--- src/design/vend_pkg.sv ---
package vend_pkg;

    //////////////////////////////////////////////////
    // sizes and limits
    //////////////////////////////////////////////////
    localparam int NUM_ITEMS = 4;
    localparam int ITEM_W    = 2;
    localparam int STOCK_W   = 4;
    localparam int CREDIT_W  = 8;
    localparam int KEY_W     = 12;
    localparam int MSG_HOLD  = 16;
    localparam int HOLD_W    = $clog2(MSG_HOLD);

    // key bus bit positions
    localparam int KEY_COIN10  = 0;
    localparam int KEY_COIN5   = 1;
    localparam int KEY_COIN1   = 2;
    localparam int KEY_REFUND  = 3;
    localparam int KEY_DOWN    = 4;
    localparam int KEY_RESTOCK = 5;
    localparam int KEY_SELECT  = 7;
    localparam int KEY_BUY     = 9;
    localparam int KEY_UP      = 10;
    localparam int KEY_ADMIN   = 11;

    //////////////////////////////////////////////////
    // types
    //////////////////////////////////////////////////
    typedef logic [STOCK_W-1:0]   stock_t;
    typedef logic [CREDIT_W-1:0]  credit_t;
    typedef logic [ITEM_W-1:0]    item_t;
    typedef logic [NUM_ITEMS-1:0] item_mask_t;
    typedef stock_t [NUM_ITEMS-1:0] stock_arr_t;

    typedef enum logic [2:0] {
        MSG_NONE,
        MSG_SOLD_OUT,
        MSG_SHORT,
        MSG_THANKS,
        MSG_ADMIN
    } msg_t;

    // item is one-hot over the products
    typedef struct packed {
        logic       sell;
        logic       restock;
        item_mask_t item;
    } ledger_cmd_t;

    typedef struct packed {
        logic    add;
        credit_t amount;
        logic    charge;
        credit_t price;
        logic    refund;
    } credit_cmd_t;

    typedef struct packed {
        item_t cursor;
        logic  sel_valid;
        item_t sel_item;
        logic  admin;
        msg_t  msg;
        item_t msg_item;
    } panel_t;

    localparam stock_t  STOCK_MAX  = 4'd9;
    localparam credit_t CREDIT_MAX = 8'd99;

    localparam stock_t STOCK_INIT0 = 4'd9;
    localparam stock_t STOCK_INIT1 = 4'd1;
    localparam stock_t STOCK_INIT2 = 4'd0;
    localparam stock_t STOCK_INIT3 = 4'd4;
    localparam stock_arr_t STOCK_INIT = {STOCK_INIT3, STOCK_INIT2, STOCK_INIT1, STOCK_INIT0};

    //////////////////////////////////////////////////
    // lookups
    //////////////////////////////////////////////////
    function automatic credit_t price_of(input item_t item);
        case (item)
            2'd0:    return 8'd10;
            2'd1:    return 8'd12;
            2'd2:    return 8'd15;
            default: return 8'd18;
        endcase
    endfunction

    // coins ordered {coin1, coin5, coin10}, anything but one hot is worth nothing
    function automatic credit_t coin_value(input logic [2:0] coins);
        case (coins)
            3'b100:  return 8'd1;
            3'b010:  return 8'd5;
            3'b001:  return 8'd10;
            default: return 8'd0;
        endcase
    endfunction

    function automatic item_mask_t item_onehot(input item_t item);
        return item_mask_t'(1) << item;
    endfunction

    // shared by the ledger and the forwarding path in sale control
    function automatic stock_t next_stock(input stock_t cur, input logic sell,
                                          input logic restock);
        if (sell && cur != '0)
            return cur - 4'd1;
        if (restock && cur != STOCK_MAX)
            return cur + 4'd1;
        return cur;
    endfunction

    function automatic credit_t next_credit(input credit_t cur, input credit_cmd_t cmd);
        if (cmd.add)
            return cur + cmd.amount;
        if (cmd.charge)
            return cur - cmd.price;
        return cur;
    endfunction

endpackage

--- src/design/vend_sale_control.sv ---
module vend_sale_control (
    input  logic                         clk,
    input  logic                         rst,
    input  logic [vend_pkg::KEY_W-1:0]   keys,
    input  vend_pkg::stock_arr_t         stock,
    input  vend_pkg::credit_t            credit,
    input  logic                         busy,
    output vend_pkg::ledger_cmd_t        ledger_cmd,
    output vend_pkg::credit_cmd_t        credit_cmd,
    output vend_pkg::panel_t             panel
);

    logic [vend_pkg::HOLD_W-1:0] hold_cnt;

    // values seen one cycle ahead of the ledger and credit registers
    vend_pkg::stock_arr_t eff_stock;
    vend_pkg::credit_t    eff_credit;
    logic                 eff_busy;

    logic [2:0]        coins;
    vend_pkg::credit_t coin_amt;
    logic              coin_ok;
    vend_pkg::stock_t  cur_stock;
    vend_pkg::stock_t  sel_stock;
    vend_pkg::credit_t sel_price;

    logic key_up;
    logic key_down;
    logic key_sel;
    logic key_coin;
    logic key_buy;
    logic key_refund;
    logic key_restock;
    logic key_admin;

    //////////////////////////////////////////////////
    // forwarding of the pending commands
    //////////////////////////////////////////////////
    always_comb begin
        for (int i = 0; i < vend_pkg::NUM_ITEMS; i++) begin
            eff_stock[i] = vend_pkg::next_stock(stock[i],
                                                ledger_cmd.sell & ledger_cmd.item[i],
                                                ledger_cmd.restock & ledger_cmd.item[i]);
        end
        eff_credit = vend_pkg::next_credit(credit, credit_cmd);
        // refund already issued but payout not yet started
        eff_busy   = busy | (credit_cmd.refund & (credit != '0));
    end

    //////////////////////////////////////////////////
    // key decode
    //////////////////////////////////////////////////
    always_comb begin
        coins       = keys[vend_pkg::KEY_COIN1:vend_pkg::KEY_COIN10];
        coin_amt    = vend_pkg::coin_value(coins);
        coin_ok     = $onehot(coins) && (eff_credit + coin_amt <= vend_pkg::CREDIT_MAX);
        cur_stock   = eff_stock[panel.cursor];
        sel_stock   = eff_stock[panel.sel_item];
        sel_price   = vend_pkg::price_of(panel.sel_item);

        key_up      = keys[vend_pkg::KEY_UP];
        key_down    = keys[vend_pkg::KEY_DOWN];
        key_sel     = keys[vend_pkg::KEY_SELECT];
        // money keys are dead while the hopper pays out
        key_coin    = (|coins) & ~eff_busy;
        key_buy     = keys[vend_pkg::KEY_BUY] & ~eff_busy;
        key_refund  = keys[vend_pkg::KEY_REFUND] & ~eff_busy;
        key_restock = keys[vend_pkg::KEY_RESTOCK];
        key_admin   = keys[vend_pkg::KEY_ADMIN];
    end

    always_ff @(posedge clk) begin
        if (!rst) begin
            panel      <= '0;
            hold_cnt   <= '0;
            ledger_cmd <= '0;
            credit_cmd <= '0;
        end else begin
            // commands are single cycle pulses
            ledger_cmd <= '0;
            credit_cmd <= '0;

            // message hold timer, a new message below overrides it
            if (panel.msg != vend_pkg::MSG_NONE) begin
                if (hold_cnt == '0) begin
                    panel.msg      <= vend_pkg::MSG_NONE;
                    panel.msg_item <= '0;
                end else begin
                    hold_cnt <= hold_cnt - 1'b1;
                end
            end

            if (key_up || key_down) begin
                if (key_up) begin
                    if (panel.cursor != '0)
                        panel.cursor <= panel.cursor - 1'b1;
                end else if (panel.cursor != vend_pkg::ITEM_W'(vend_pkg::NUM_ITEMS - 1)) begin
                    panel.cursor <= panel.cursor + 1'b1;
                end
            end else if (key_sel) begin
                if (panel.sel_valid && panel.sel_item == panel.cursor) begin
                    panel.sel_valid <= 1'b0;
                end else if (cur_stock != '0) begin
                    panel.sel_valid <= 1'b1;
                    panel.sel_item  <= panel.cursor;
                end
            end else if (key_coin) begin
                // multi-bit coin pulses use up the cycle but add nothing
                if (coin_ok) begin
                    credit_cmd.add    <= 1'b1;
                    credit_cmd.amount <= coin_amt;
                end
            end else if (key_buy) begin
                if (panel.sel_valid) begin
                    panel.msg_item  <= panel.sel_item;
                    hold_cnt        <= vend_pkg::HOLD_W'(vend_pkg::MSG_HOLD - 1);
                    panel.sel_valid <= 1'b0;
                    if (sel_stock != '0 && eff_credit >= sel_price) begin
                        ledger_cmd.sell   <= 1'b1;
                        ledger_cmd.item   <= vend_pkg::item_onehot(panel.sel_item);
                        credit_cmd.charge <= 1'b1;
                        credit_cmd.price  <= sel_price;
                        panel.msg         <= vend_pkg::MSG_THANKS;
                    end else if (sel_stock == '0) begin
                        panel.msg <= vend_pkg::MSG_SOLD_OUT;
                    end else begin
                        panel.msg <= vend_pkg::MSG_SHORT;
                    end
                end
            end else if (key_refund) begin
                credit_cmd.refund <= 1'b1;
            end else if (key_restock) begin
                // stock cap is the ledger's job
                if (panel.admin) begin
                    ledger_cmd.restock <= 1'b1;
                    ledger_cmd.item    <= vend_pkg::item_onehot(panel.cursor);
                end
            end else if (key_admin) begin
                panel.admin <= ~panel.admin;
                if (!panel.admin) begin
                    panel.msg      <= vend_pkg::MSG_ADMIN;
                    panel.msg_item <= panel.cursor;
                    hold_cnt       <= vend_pkg::HOLD_W'(vend_pkg::MSG_HOLD - 1);
                end
            end
        end
    end

endmodule

--- src/design/vend_stock_ledger.sv ---
module vend_stock_ledger (
    input  logic                  clk,
    input  logic                  rst,
    input  vend_pkg::ledger_cmd_t ledger_cmd,
    output vend_pkg::stock_arr_t  stock
);

    //////////////////////////////////////////////////
    // per-product counters
    //////////////////////////////////////////////////

    // only the addressed counter moves, the others hold
    always_ff @(posedge clk) begin
        if (!rst) begin
            stock <= vend_pkg::STOCK_INIT;
        end else begin
            for (int i = 0; i < vend_pkg::NUM_ITEMS; i++) begin
                if (ledger_cmd.item[i]) begin
                    // restock saturates at STOCK_MAX inside next_stock
                    stock[i] <= vend_pkg::next_stock(stock[i], ledger_cmd.sell,
                                                     ledger_cmd.restock);
                end
            end
        end
    end

endmodule

--- src/design/vend_credit.sv ---
module vend_credit (
    input  logic                  clk,
    input  logic                  rst,
    input  vend_pkg::credit_cmd_t credit_cmd,
    output vend_pkg::credit_t     credit,
    output logic                  busy,
    output logic                  coin_req,
    input  logic                  coin_ack
);

    // payout FSM for the hopper handshake
    typedef enum logic [1:0] {
        PAY_IDLE,
        PAY_REQ,
        PAY_WAIT
    } pay_state_t;

    pay_state_t state;

    assign busy = (state != PAY_IDLE);

    //////////////////////////////////////////////////
    // credit register and payout
    //////////////////////////////////////////////////
    always_ff @(posedge clk) begin
        if (!rst) begin
            credit   <= '0;
            coin_req <= 1'b0;
            state    <= PAY_IDLE;
        end else begin
            case (state)
                PAY_IDLE: begin
                    credit <= vend_pkg::next_credit(credit, credit_cmd);
                    // refund of an empty credit does nothing
                    if (credit_cmd.refund && credit != '0) begin
                        if (!coin_ack) begin
                            coin_req <= 1'b1;
                            state    <= PAY_REQ;
                        end else begin
                            state <= PAY_WAIT;
                        end
                    end
                end

                PAY_REQ: begin
                    // one unit leaves per acknowledged request
                    if (coin_ack) begin
                        coin_req <= 1'b0;
                        credit   <= credit - 1'b1;
                        if (credit == vend_pkg::credit_t'(1))
                            state <= PAY_IDLE;
                        else
                            state <= PAY_WAIT;
                    end
                end

                PAY_WAIT: begin
                    // hopper must drop ack before the next request
                    if (!coin_ack) begin
                        coin_req <= 1'b1;
                        state    <= PAY_REQ;
                    end
                end

                default: begin
                    coin_req <= 1'b0;
                    state    <= PAY_IDLE;
                end
            endcase
        end
    end

endmodule

--- src/design/vend_top.sv ---
module vend_top (
    input  logic                       clk,
    input  logic                       rst,
    input  logic [vend_pkg::KEY_W-1:0] keys,
    input  logic                       coin_ack,
    output vend_pkg::panel_t           panel,
    output vend_pkg::credit_t          credit,
    output vend_pkg::stock_t           stock_shown,
    output logic                       coin_req
);

    vend_pkg::stock_arr_t  stock;
    vend_pkg::ledger_cmd_t ledger_cmd;
    vend_pkg::credit_cmd_t credit_cmd;
    logic                  busy;

    //////////////////////////////////////////////////
    // blocks
    //////////////////////////////////////////////////
    vend_sale_control sale0 (
        .clk        (clk),
        .rst        (rst),
        .keys       (keys),
        .stock      (stock),
        .credit     (credit),
        .busy       (busy),
        .ledger_cmd (ledger_cmd),
        .credit_cmd (credit_cmd),
        .panel      (panel)
    );

    vend_stock_ledger ledger0 (
        .clk        (clk),
        .rst        (rst),
        .ledger_cmd (ledger_cmd),
        .stock      (stock)
    );

    vend_credit credit0 (
        .clk        (clk),
        .rst        (rst),
        .credit_cmd (credit_cmd),
        .credit     (credit),
        .busy       (busy),
        .coin_req   (coin_req),
        .coin_ack   (coin_ack)
    );

    // count of the product under the cursor
    assign stock_shown = stock[panel.cursor];

endmodule

--- config.mk ---
export PLATFORM = sky130hd
export DESIGN_NAME = vend_top
export DESIGN_NICKNAME = d
export VERILOG_FILES = /design/src/design/vend_pkg.sv /design/src/design/vend_sale_control.sv /design/src/design/vend_stock_ledger.sv /design/src/design/vend_credit.sv /design/src/design/vend_top.sv
export SDC_FILE = /design/constraint.sdc
export NUM_CORES = 1
export LEC_CHECK = 0
export BUFFER_PORTS_ARGS = -buffer_cell sky130_fd_sc_hd__buf_2
export CAP_MARGIN = 5
export CORE_ASPECT_RATIO = 1.1
export CORE_MARGIN = 2
export CORE_UTILIZATION = 55
export DETAILED_ROUTE_END_ITERATION = 10
export HOLD_SLACK_MARGIN = 0.1
export PLACE_DENSITY_LB_ADDON = 0.08
export SLEW_MARGIN = 0
export SYNTH_ARGS = -nofsm -noshare
export SYNTH_HDL_FRONTEND = slang
export SYNTH_HIERARCHICAL = 1
export SYNTH_SLANG_ARGS = --single-unit
--- constraint.sdc ---
create_clock -name clk -period 5.3 [get_ports clk]
set_clock_uncertainty 0.1 [all_clocks]
set_input_delay 0.795 -clock clk [delete_from_list [all_inputs] [get_ports clk]]
set_output_delay 0.795 -clock clk [all_outputs]
set_load 0.05 [all_outputs]
==> summary.md, run 1 <==
| Metric | Value |
|---|---|
| DR pass1 iterations | `5` |
| Die height | `114 um` |
| Maximum number of pins on one net before global-route repair | `50` |
| Post-layout power | `1.20 mW` |
| ANT nets after route | `0` |
| Number of buffers inserted for hold repair after clock tree synthesis | `0` |
| Kind of start point of the critical path | `register` |
| Mean Syn Cell Area | `between 8 and 9 um2` |
| Crit-path slowest cell | `dfxtp_1` |
| # setup viols final | `0` |
| DRT iter0 DRCs | `310` |
| Series of cell instances along the critical path | `inv_1, ha_1, inv_1, fa_1, mux2i_1, o21ai_0, fa_1, xor2_1, nor2b_1, mux2i_1, o2111ai_1, a221oi_1, a211o_1, a21boi_1` |
| Post-synth top area cell | `dfxtp_1` |
| Flop and latch count out of synthesis | `58` |
| Via count of the first global-routing pass | `5678` |
| Layout-stage area growth over the synthesis result | `9.09%` |
| Dominant register cell in the synthesized netlist | `dfxtp_1` |
| Fin Setup TNS | `0 ps` |
| Final weighted congestion in routability-driven placement | `0.930` |
| Placeable core area | `10900 um2` |
| Inserted Clock Buffers | `9` |
| Data required time of the critical path | `5420 ps` |
| Average via count per standard cell | `6.27` |
| Number of standard cells after synthesis | `roughly 760` |
| Number of flops mapped to enable cells by yosys | `0` |
| Kind of end point of the critical path | `register` |
| Die area | `between 10000 and 15000 um2` |
| Area of all placed cells without fillers | `6650 um2` |
| Final-report hold violation count | `0` |
| Number of maximum-capacitance constraint violations | `0` |
| Clock transition at the registers of the reported paths | `60 ps` |
| Fraction of layout instances using a drive strength above 1 | `about a tenth` |
| Transition time of the tightest slew-check pin | `904 ps` |
| Bufs on Longest Clock Path | `2` |
| Sequential Power Share | `37.6%` |
| Internal power | `0.894 mW` |
| H-Tree Depth | `3` |
| Type of the worst min-delay path | `register to register` |
| Area of placed instances | `roughly 6300 um2` |
| Buffers plus inverters on the worst setup path | `2` |
| Synthesis warning total | `6` |
| Most common cell after layout, fill and taps aside | `ha_1` |
| Cell types occupying the most area after synthesis | `dfxtp_1 19%, ha_1 13%, inv_1 3.7%, a21oi_1 3.6%, o21ai_0 3.0%` |
| Number of rows in the core area | `40` |
| Remaining max-slew budget at the tightest pin | `about two fifths` |
| Total power per unit cell area | `approximately 180 nW/um2` |
| DR WL/cell | `17.3 um` |
| CTS tree | `built` |
| Clock latency of the later-clocked register in the worst-skew pair | `340 ps` |
| Final critical-path share of the clock period | `around three quarters` |
| Min Tclk post-route | `3910 ps` |
| Number of antenna violations at the first check in global routing | `0` |
| Pins over their slew limit | `0` |
| Post-synth ARST share | `0%` |
| HPWL Detailed | `about 12000 um` |
| Top-level port count | `39` |
| Peak supply drop | `around 120 uV` |
| Net switching component of the power | `0.304 mW` |
| Die width | `104 um` |
| Number of distinct library cells after synthesis | `86` |
| Net count reported at finish | `869` |
| Number of input and output port buffers inserted | `36` |
| Highest-count cells in the layout ignoring fill and taps | `64 x ha_1, 60 x inv_1, 58 x dfxtp_1` |
| Combined area of all synthesized cells | `slightly above 6000 um2` |
| Sequential element share of the synthesized area | `19.0%` |
| Run status | `complete, no violations` |
| Global-route wire length before repair | `26400 um` |
| Overall routing resource usage | `27.3%` |
| Unrepaired setup endpoints after global routing | `no` |
| CP delay by family, top | `adder cells` |
| Max incr delay on CP | `620 ps` |
| Setup Crit Path Kind | `register to register` |
| Gr ovfl total | `0` |
| Clock Tree Root | `clkbuf_16` |
| Fillcell total | `~1.0k` |
| PostCTS Resize Cnt | `0` |
| # clock sinks | `just under 60` |
| Post-CTS setup buffer count | `0` |
| CP max FO | `12` |
| Number of antenna repair diodes | `0` |
| Number of vias after detailed routing | `5867` |
| Switching power share of the total | `25.4%` |
| Share of power burned in combinational logic | `8.4%` |
| Initial core utilization | `56.2%` |
| Share of Yosys cell area claimed by the top area cell type | `19.0%` |
| P_leak | `2.64 nW` |
| Part of the total power dissipated in the clock network | `54.0%` |
| DRC | `0` |
| Total wirelength of the detailed-routed design | `between 15000 and 20000 um` |
| Crit path DAT | `around 4000 ps` |
| Highest Clock Rate | `0.256 GHz` |
[metal layers]
metal  global-route usage [%]  wire length, um  up-vias
li1                         -                -     2866
met1                     29.3             6600     2803
met2                     50.4             8290      147
met3                     3.76              561       51
met4                     17.5              728        0
met5                        0                0        -
[flip-flops by register name, indices dropped and copies added, names as in the netlist]
name / count
sale0/ledger_cmd: 6
sale0/panel: 11
credit0/credit: 8
sale0/credit_cmd: 10
sale0/hold_cnt: 4
credit0/coin_req: 1
credit0/state: 2
ledger0/stock: 16
[worst reg2reg max path, delay by kind of cell (launching register included)]
| family | cells | cell delay (ps) |
|---|---|---|
| AO/OA/AOI/OAI | 5 | 1080 |
| XOR/XNOR | 1 | 190 |
| adder cells (fa/ha/maj) | 3 | 1160 |
| buffers and inverters | 2 | 160 |
| flip-flops | 1 | 620 |
| multiplexers | 2 | 420 |
| AND/OR/NAND/NOR | 1 | 70 |
[area by class of cell]
class	count	area (um2)	share of cell area, %
Clock inverter	7	103	1.54
Clock buffer	9	225	3.39
Tap cell	147	184	2.76
Timing Repair Buffer	39	203	3.05
Multi-Input combinational cell	615	4550	68.4
Sequential cell	58	1160	17.5
Inverter	61	229	3.44
[power by group through the flow]
stage	Sequential (mW)	Clock, mW	Combinational (mW)
6_report	0.450	0.647	0.101
5_1_grt	0.451	0.673	0.112
4_1_cts	0.450	0.657	0.100
3_5_place_dp	0.459	0	0.0999
3_3_place_gp	0.459	0	0.0958
2_1_floorplan	0.461	0	0.0707
[logic make-up after synthesis]
family                   count (synthesis)  share of synthesized area (%)
buffers and inverters                   91                           6.75
other                                    1                         0.0615
multiplexers                            18                           4.14
XOR/XNOR                                26                           3.73
AND/OR/NAND/NOR                        261                           24.4
adder cells (fa/ha/maj)                 70                           15.1
AO/OA/AOI/OAI                          233                           26.8
flip-flops                              58                           19.0
[worst paths after layout]
path,slack (ps),cells after the start,to,from
setup / recovery,1390,14,sale0/credit_cmd[10],credit0/credit[0]
hold / removal,400,2,sale0/panel[0],sale0/panel[0]
setup reg to reg,1390,14,sale0/credit_cmd[10],credit0/credit[0]
hold reg to reg,400,2,sale0/panel[0],sale0/panel[0]
[synth_stat cells, types with 8 or more instances]
cell type	number
a211oi_1	18
a21boi_1	12
a21o_1	10
a21oi_1	44
and2_1	14
buf_2	8
buf_4	10
clkbuf_1	8
dfxtp_1	58
ha_1	64
inv_1	60
mux2i_1	11
nand2_1	48
nand2b_1	17
nand3_1	29
nand3b_1	10
nand4_1	11
nor2_1	33
nor2b_1	19
nor3_1	18
o211ai_1	9
o21a_1	8
o21ai_0	36
o21ai_1	12
or3_1	9
xnor2_1	16
xor2_1	10
[per-stage QoR]
stage / std cells / util (%) / setup WS, ps / hold slack (ps)
2_1_floorplan: 764 / - / 1700 / 413
3_3_place_gp: 920 / 58.2 / 1610 / 380
3_5_place_dp: 920 / 58.2 / 1420 / 383
4_1_cts: 936 / 61.3 / 1400 / 392
5_1_grt: 936 / 61.3 / 1060 / 436
6_report: 936 / 61.3 / 1390 / 395
(Power assumes the default switching activity.)
==> run 2, diff against run 1 <==
==> constraint.sdc (replaced) <==
create_clock -name clk -period 3.7 [get_ports clk]
set_clock_uncertainty 0.1 [all_clocks]
set_input_delay 0.555 -clock clk [delete_from_list [all_inputs] [get_ports clk]]
set_output_delay 0.555 -clock clk [all_outputs]
set_load 0.05 [all_outputs]
==> summary.md, run 2 (synthesized netlist as in run 1, its figures left out) <==
| Metric | Value |
|---|---|
| Dpl ws | `194 ps` |
| Internal power | `1.32 mW` |
| Number of vias after detailed routing | `roughly 5.9k` |
| Fin Setup TNS | `0 ps` |
| Pins over their slew limit | `0` |
| Remaining max-slew budget at the tightest pin | `48.6%` |
| Run status | `complete, no violations` |
| Kind of start point of the critical path | `register` |
| Type of the worst min-delay path | `input port to register` |
| Top-level port count | `39` |
| Top Layer Used | `met4` |
| Die area | `11900 um2` |
| Sequential Power Share | `37.0%` |
| Max reg flops | `16` |
| Global-route wire length before repair | `26400 um` |
| DR pass1 iterations | `5` |
| Max incr delay on CP | `420 ps` |
| HPWL Detailed | `~12000 um` |
| Detailed-routing wirelength on met1 | `between 6000 and 7000 um` |
| Number of rows in the core area | `40` |
| Number of input and output port buffers inserted | `36` |
| Kind of end point of the critical path | `register` |
| Flop-to-flop setup slack | `300 ps` |
| # clock sinks | `58` |
| Data required time of the critical path | `3820 ps` |
| Detailed route wirelength on metal2 | `around 8000 um` |
| Clock Tree Root | `clkbuf_16` |
| Net switching component of the power | `0.415 mW` |
| Most common cell after layout, fill and taps aside | `ha_1` |
| P_leak | `~2.7 nW` |
| Transition time of the tightest slew-check pin | `between 700 and 800 ps` |
| Net count reported at finish | `883` |
| Number of maximum-capacitance constraint violations | `0` |
| Total power per unit cell area | `around 260 nW/um2` |
| Highest-count cells in the layout ignoring fill and taps | `64 x ha_1, 60 x inv_1, 57 x dfxtp_1` |
| Clock latency of the later-clocked register in the worst-skew pair | `about 340 ps` |
| H-Tree Depth | `3` |
| Via count of the first global-routing pass | `5659` |
| Part of the total power dissipated in the clock network | `54.1%` |
| DRT iter0 DRCs | `272` |
| Most flops, register | `ledger0/stock` |
| Die width | `104 um` |
| Layout-stage area growth over the synthesis result | `11.0%` |
| Number of antenna violations at the first check in global routing | `0` |
| Gr ovfl total | `0` |
| Bufs on Longest Clock Path | `2` |
| Final weighted congestion in routability-driven placement | `0.882` |
| CP max FO | `5` |
| Buffers plus inverters on the worst setup path | `2` |
| Initial core utilization | `56.2%` |
| Met3 wirelength from detailed routing | `587 um` |
| Min Tclk post-route | `3400 ps` |
| DRC | `0` |
| Crit-path slowest cell | `fa_1` |
| Average via count per standard cell | `around 6.3` |
| # setup viols final | `0` |
| Final critical-path share of the clock period | `92.0%` |
| Total wirelength of the detailed-routed design | `16200 um` |
| CP delay by family, top | `compound AO/OA/AOI/OAI gates` |
| CTS tree | `built` |
| Clock transition at the registers of the reported paths | `60 ps` |
| DR WL/cell | `17.0 um` |
| Final-report hold violation count | `0` |
| Peak supply drop | `202 uV` |
| Number of buffers inserted for hold repair after clock tree synthesis | `0` |
| Highest Clock Rate | `~0.3 GHz` |
| Die height | `114 um` |
| Placeable core area | `10900 um2` |
| Share of power burned in combinational logic | `8.8%` |
| Regs by FF count | `ledger0/stock x16, sale0/panel x11, sale0/credit_cmd x10` |
| Unrepaired setup endpoints after global routing | `no` |
| Series of cell instances along the critical path | `inv_1, ha_1, inv_1, fa_1, xnor2_1, nand2_1, o21ai_0, o21ai_1, ha_1, a21oi_1, nand2_1, mux2i_2, o2111ai_1, a221oi_1, a211o_1, a21boi_1` |
| Maximum number of pins on one net before global-route repair | `29` |
| Fraction of layout instances using a drive strength above 1 | `12.1%` |
| Setup Crit Path Kind | `register to register` |
| Smallest setup slack after layout | `between 200 and 300 ps` |
| Switching power share of the total | `24.0%` |
| Fillcell total | `a little under 1k` |
| Crit path DAT | `3520 ps` |
| ANT nets after route | `0` |
| Inserted Clock Buffers | `9` |
| Overall routing resource usage | `about 27%` |
| Number of antenna repair diodes | `0` |
-- run 2: through the flow --
| stage | utilization (%) | cells | cell area (um2) | total power, mW | hold WS (ps) |
|---|---|---|---|---|---|
| 6_report | 62.3 | 950 | 6770 | 1.73 | 370 |
| 5_1_grt | 62.3 | 950 | 6770 | 1.79 | 386 |
| 4_1_cts | 62.2 | 950 | 6760 | 1.74 | 363 |
| 3_5_place_dp | 59.2 | 934 | 6430 | 0.804 | 400 |
| 3_3_place_gp | 59.2 | 934 | 6430 | 0.800 | 380 |
| 2_1_floorplan | - | 764 | 6120 | 0.761 | 413 |
-- run 2: metal layers --
layer | up-vias | global-route usage [%]
li1 | 2890 | -
met1 | 2820 | 30.1
met2 | 173 | 49.2
met3 | 65 | 3.81
met4 | 0 | 17.8
met5 | - | 0
-- run 2: worst paths after layout --
check / endpoint / start / depth (start not counted)
max: sale0/credit_cmd[12] / credit0/credit[0] / 16
min: credit0/state[0] / coin_ack / 2
max reg2reg: sale0/credit_cmd[12] / credit0/credit[0] / 16
min reg2reg: sale0/panel[0] / sale0/panel[0] / 2
-- run 2: worst reg2reg max path, cell delays in order, from the launching register on --
cell and delay (ps):
dfxtp_1 350, inv_1 70, ha_1 180, inv_1 60, fa_1 420, xnor2_1 160, nand2_1 60, o21ai_0 70
o21ai_1 200, ha_1 320, a21oi_1 170, nand2_1 120, mux2i_2 230, o2111ai_1 160, a221oi_1 300, a211o_1 240
a21boi_1 80
-- run 2: power by group through the flow --
| stage | Combinational [mW] | Clock [mW] | Sequential, mW |
|---|---|---|---|
| after floorplan | 0.101 | 0 | 0.660 |
| after global placement | 0.146 | 0 | 0.654 |
| after detailed placement | 0.150 | 0 | 0.654 |
| after CTS | 0.151 | 0.950 | 0.641 |
| after global routing | 0.168 | 0.976 | 0.642 |
| final | 0.153 | 0.937 | 0.641 |
-- run 2: final cells by class --
class	count	area, um2	area share [%]
Clock inverter	4	73.8	1.09
Inverter	61	229	3.38
Clock buffer	12	256	3.79
Multi-Input combinational cell	615	4560	67.3
Tap cell	147	184	2.72
Sequential cell	58	1160	17.2
Timing Repair Buffer	53	308	4.55
-- run 2: timing repair --
item                                    in CTS  in global routing
buffers inserted                             0                  0
endpoints found under the setup margin       0                  4
gates resized for setup                      0                  5
hold endpoints to repair                     0                  0
==> run 3, diff against run 2 <==
--- a/config.mk
+++ b/config.mk
@@ -10,8 +10,10 @@
 export CORE_ASPECT_RATIO = 1.1
 export CORE_MARGIN = 2
 export CORE_UTILIZATION = 55
+export CTS_BUF_LIST = sky130_fd_sc_hd__clkbuf_16
 export DETAILED_ROUTE_END_ITERATION = 10
 export HOLD_SLACK_MARGIN = 0.1
+export MAX_ROUTING_LAYER = met4
 export PLACE_DENSITY_LB_ADDON = 0.08
 export SLEW_MARGIN = 0
 export SYNTH_ARGS = -nofsm -noshare
==> summary.md, run 3 (synthesized netlist as in run 1, its figures left out) <==
| Metric | Value |
|---|---|
| Kind of start point of the critical path | `register` |
| Die height | `114 um` |
| Switching power share of the total | `24.6%` |
| Number of vias after detailed routing | `slightly below 6k` |
| Overall routing resource usage | `28.1%` |
| Sequential Power Share | `a little under two fifths` |
| Highest-count cells in the layout ignoring fill and taps | `64 x ha_1, 61 x inv_1, 57 x dfxtp_1` |
| Via count of the first global-routing pass | `5667` |
| Fraction of layout instances using a drive strength above 1 | `about an eighth` |
| Net switching component of the power | `0.416 mW` |
| HPWL Detailed | `between 10000 and 15000 um` |
| Total wirelength of the detailed-routed design | `16200 um` |
| DRT iter0 DRCs | `280` |
| Bufs on Longest Clock Path | `2` |
| Net count reported at finish | `around 880` |
| Number of antenna repair diodes | `0` |
| Max reg flops | `16` |
| Clock Tree Root | `clkbuf_16` |
| Clock transition at the registers of the reported paths | `60 ps` |
| Regs by FF count | `ledger0/stock x16, sale0/panel x11, sale0/credit_cmd x10` |
| DR pass1 iterations | `5` |
| Initial core utilization | `56.2%` |
| Post-Route Utilization | `62.1%` |
| CTS tree | `built` |
| Internal power | `1.27 mW` |
| ANT nets after route | `0` |
| PostCTS Resize Cnt | `0` |
| P_leak | `2.72 nW` |
| Final critical-path share of the clock period | `between 90 and 100%` |
| Peak supply drop | `205 uV` |
| Gr ovfl total | `0` |
| Share of power burned in combinational logic | `under 10%` |
| Inserted Clock Buffers | `9` |
| Transition time of the tightest slew-check pin | `782 ps` |
| Final-report hold violation count | `0` |
| Run status | `complete, no violations` |
| Logic depth of the worst register-to-register path | `16` |
| Post-layout power | `1.69 mW` |
| Area occupied by registers | `1160 um2` |
| # clock sinks | `58` |
| Pins over their slew limit | `0` |
| Die area | `11900 um2` |
| Placeable core area | `10900 um2` |
| Hold path depth | `2` |
| Layout-stage area growth over the synthesis result | `10.7%` |
| Number of rows in the core area | `40` |
| Part of the total power dissipated in the clock network | `a little over half` |
| Fin Setup TNS | `0 ps` |
| Clock latency of the later-clocked register in the worst-skew pair | `between 300 and 400 ps` |
| Global-route wire length before repair | `26400 um` |
| H-Tree Depth | `3` |
| Number of antenna violations at the first check in global routing | `0` |
| Min Tclk post-route | `3390 ps` |
| DR WL/cell | `17.1 um` |
| Data required time of the critical path | `roughly 3800 ps` |
| Post-CTS setup buffer count | `0` |
| Most flops, register | `ledger0/stock` |
| Multi-input logic area | `4560 um2` |
| Fillcell total | `989` |
| DRC | `0` |
| Top-level port count | `39` |
| Setup Crit Path Kind | `register to register` |
| CP max FO | `5` |
| Kind of end point of the critical path | `register` |
| Crit path DAT | `between 3000 and 4000 ps` |
| Number of input and output port buffers inserted | `36` |
| Average via count per standard cell | `approximately 6.3` |
| Maximum number of pins on one net before global-route repair | `29` |
| Number of buffers inserted for hold repair after clock tree synthesis | `0` |
| Highest Clock Rate | `0.295 GHz` |
| Remaining max-slew budget at the tightest pin | `47.7%` |
| Final weighted congestion in routability-driven placement | `about 0.9` |
| Type of the worst min-delay path | `input port to register` |
| # setup viols final | `0` |
| Most common cell after layout, fill and taps aside | `ha_1` |
| Die width | `between 100 and 150 um` |
| Total power per unit cell area | `250 nW/um2` |
| Unrepaired setup endpoints after global routing | `no` |
| Number of maximum-capacitance constraint violations | `0` |
run 3: power by group through the flow:
stage,Clock (mW),Sequential (mW),Combinational [mW]
floorplan,0,0.660,0.101
global placement,0,0.654,0.146
detailed placement,0,0.654,0.150
CTS,0.905,0.641,0.151
global route,0.932,0.642,0.168
finish,0.893,0.641,0.153
run 3: worst paths after layout:
kind                          end  slack, ps         startpoint
max          sale0/credit_cmd[12]        310  credit0/credit[0]
min              credit0/state[0]        370           coin_ack
max reg2reg  sale0/credit_cmd[12]        310  credit0/credit[0]
min reg2reg        sale0/panel[0]        400     sale0/panel[0]
run 3: metal layers:
layer	wire length [um]	track usage, %
met5	0	-
met4	916	18.6
met3	490	2.96
met2	8090	49.1
met1	6730	30.3
run 3: cell type report:
class,instances,share of cell area [%]
inverters,61,3.39
well taps,147,2.73
clock inverters,7,1.26
multi-input cells,615,67.5
clock buffers,9,3.34
repair buffers,53,4.56
flip-flops and latches,58,17.2
run 3: stage by stage:
stage	hold WS, ps	cell area (um2)	setup slack, ps	instances
floorplan	413	6120	101	764
global placement	380	6430	294	934
detailed placement	400	6430	194	934
CTS	363	6740	151	950
global route	389	6750	10.0	950
finish	374	6750	310	950
run 3: critical path, stage by stage, from the launching register on:
cell and delay, ps:
dfxtp_1 350, inv_1 70, ha_1 170, inv_1 60, fa_1 420, xnor2_1 150, nand2_1 60, o21ai_0 70
o21ai_1 200, ha_1 320, a21oi_1 180, nand2_1 120, mux2i_2 230, o2111ai_1 160, a221oi_1 290, a211o_1 230
a21boi_1 80
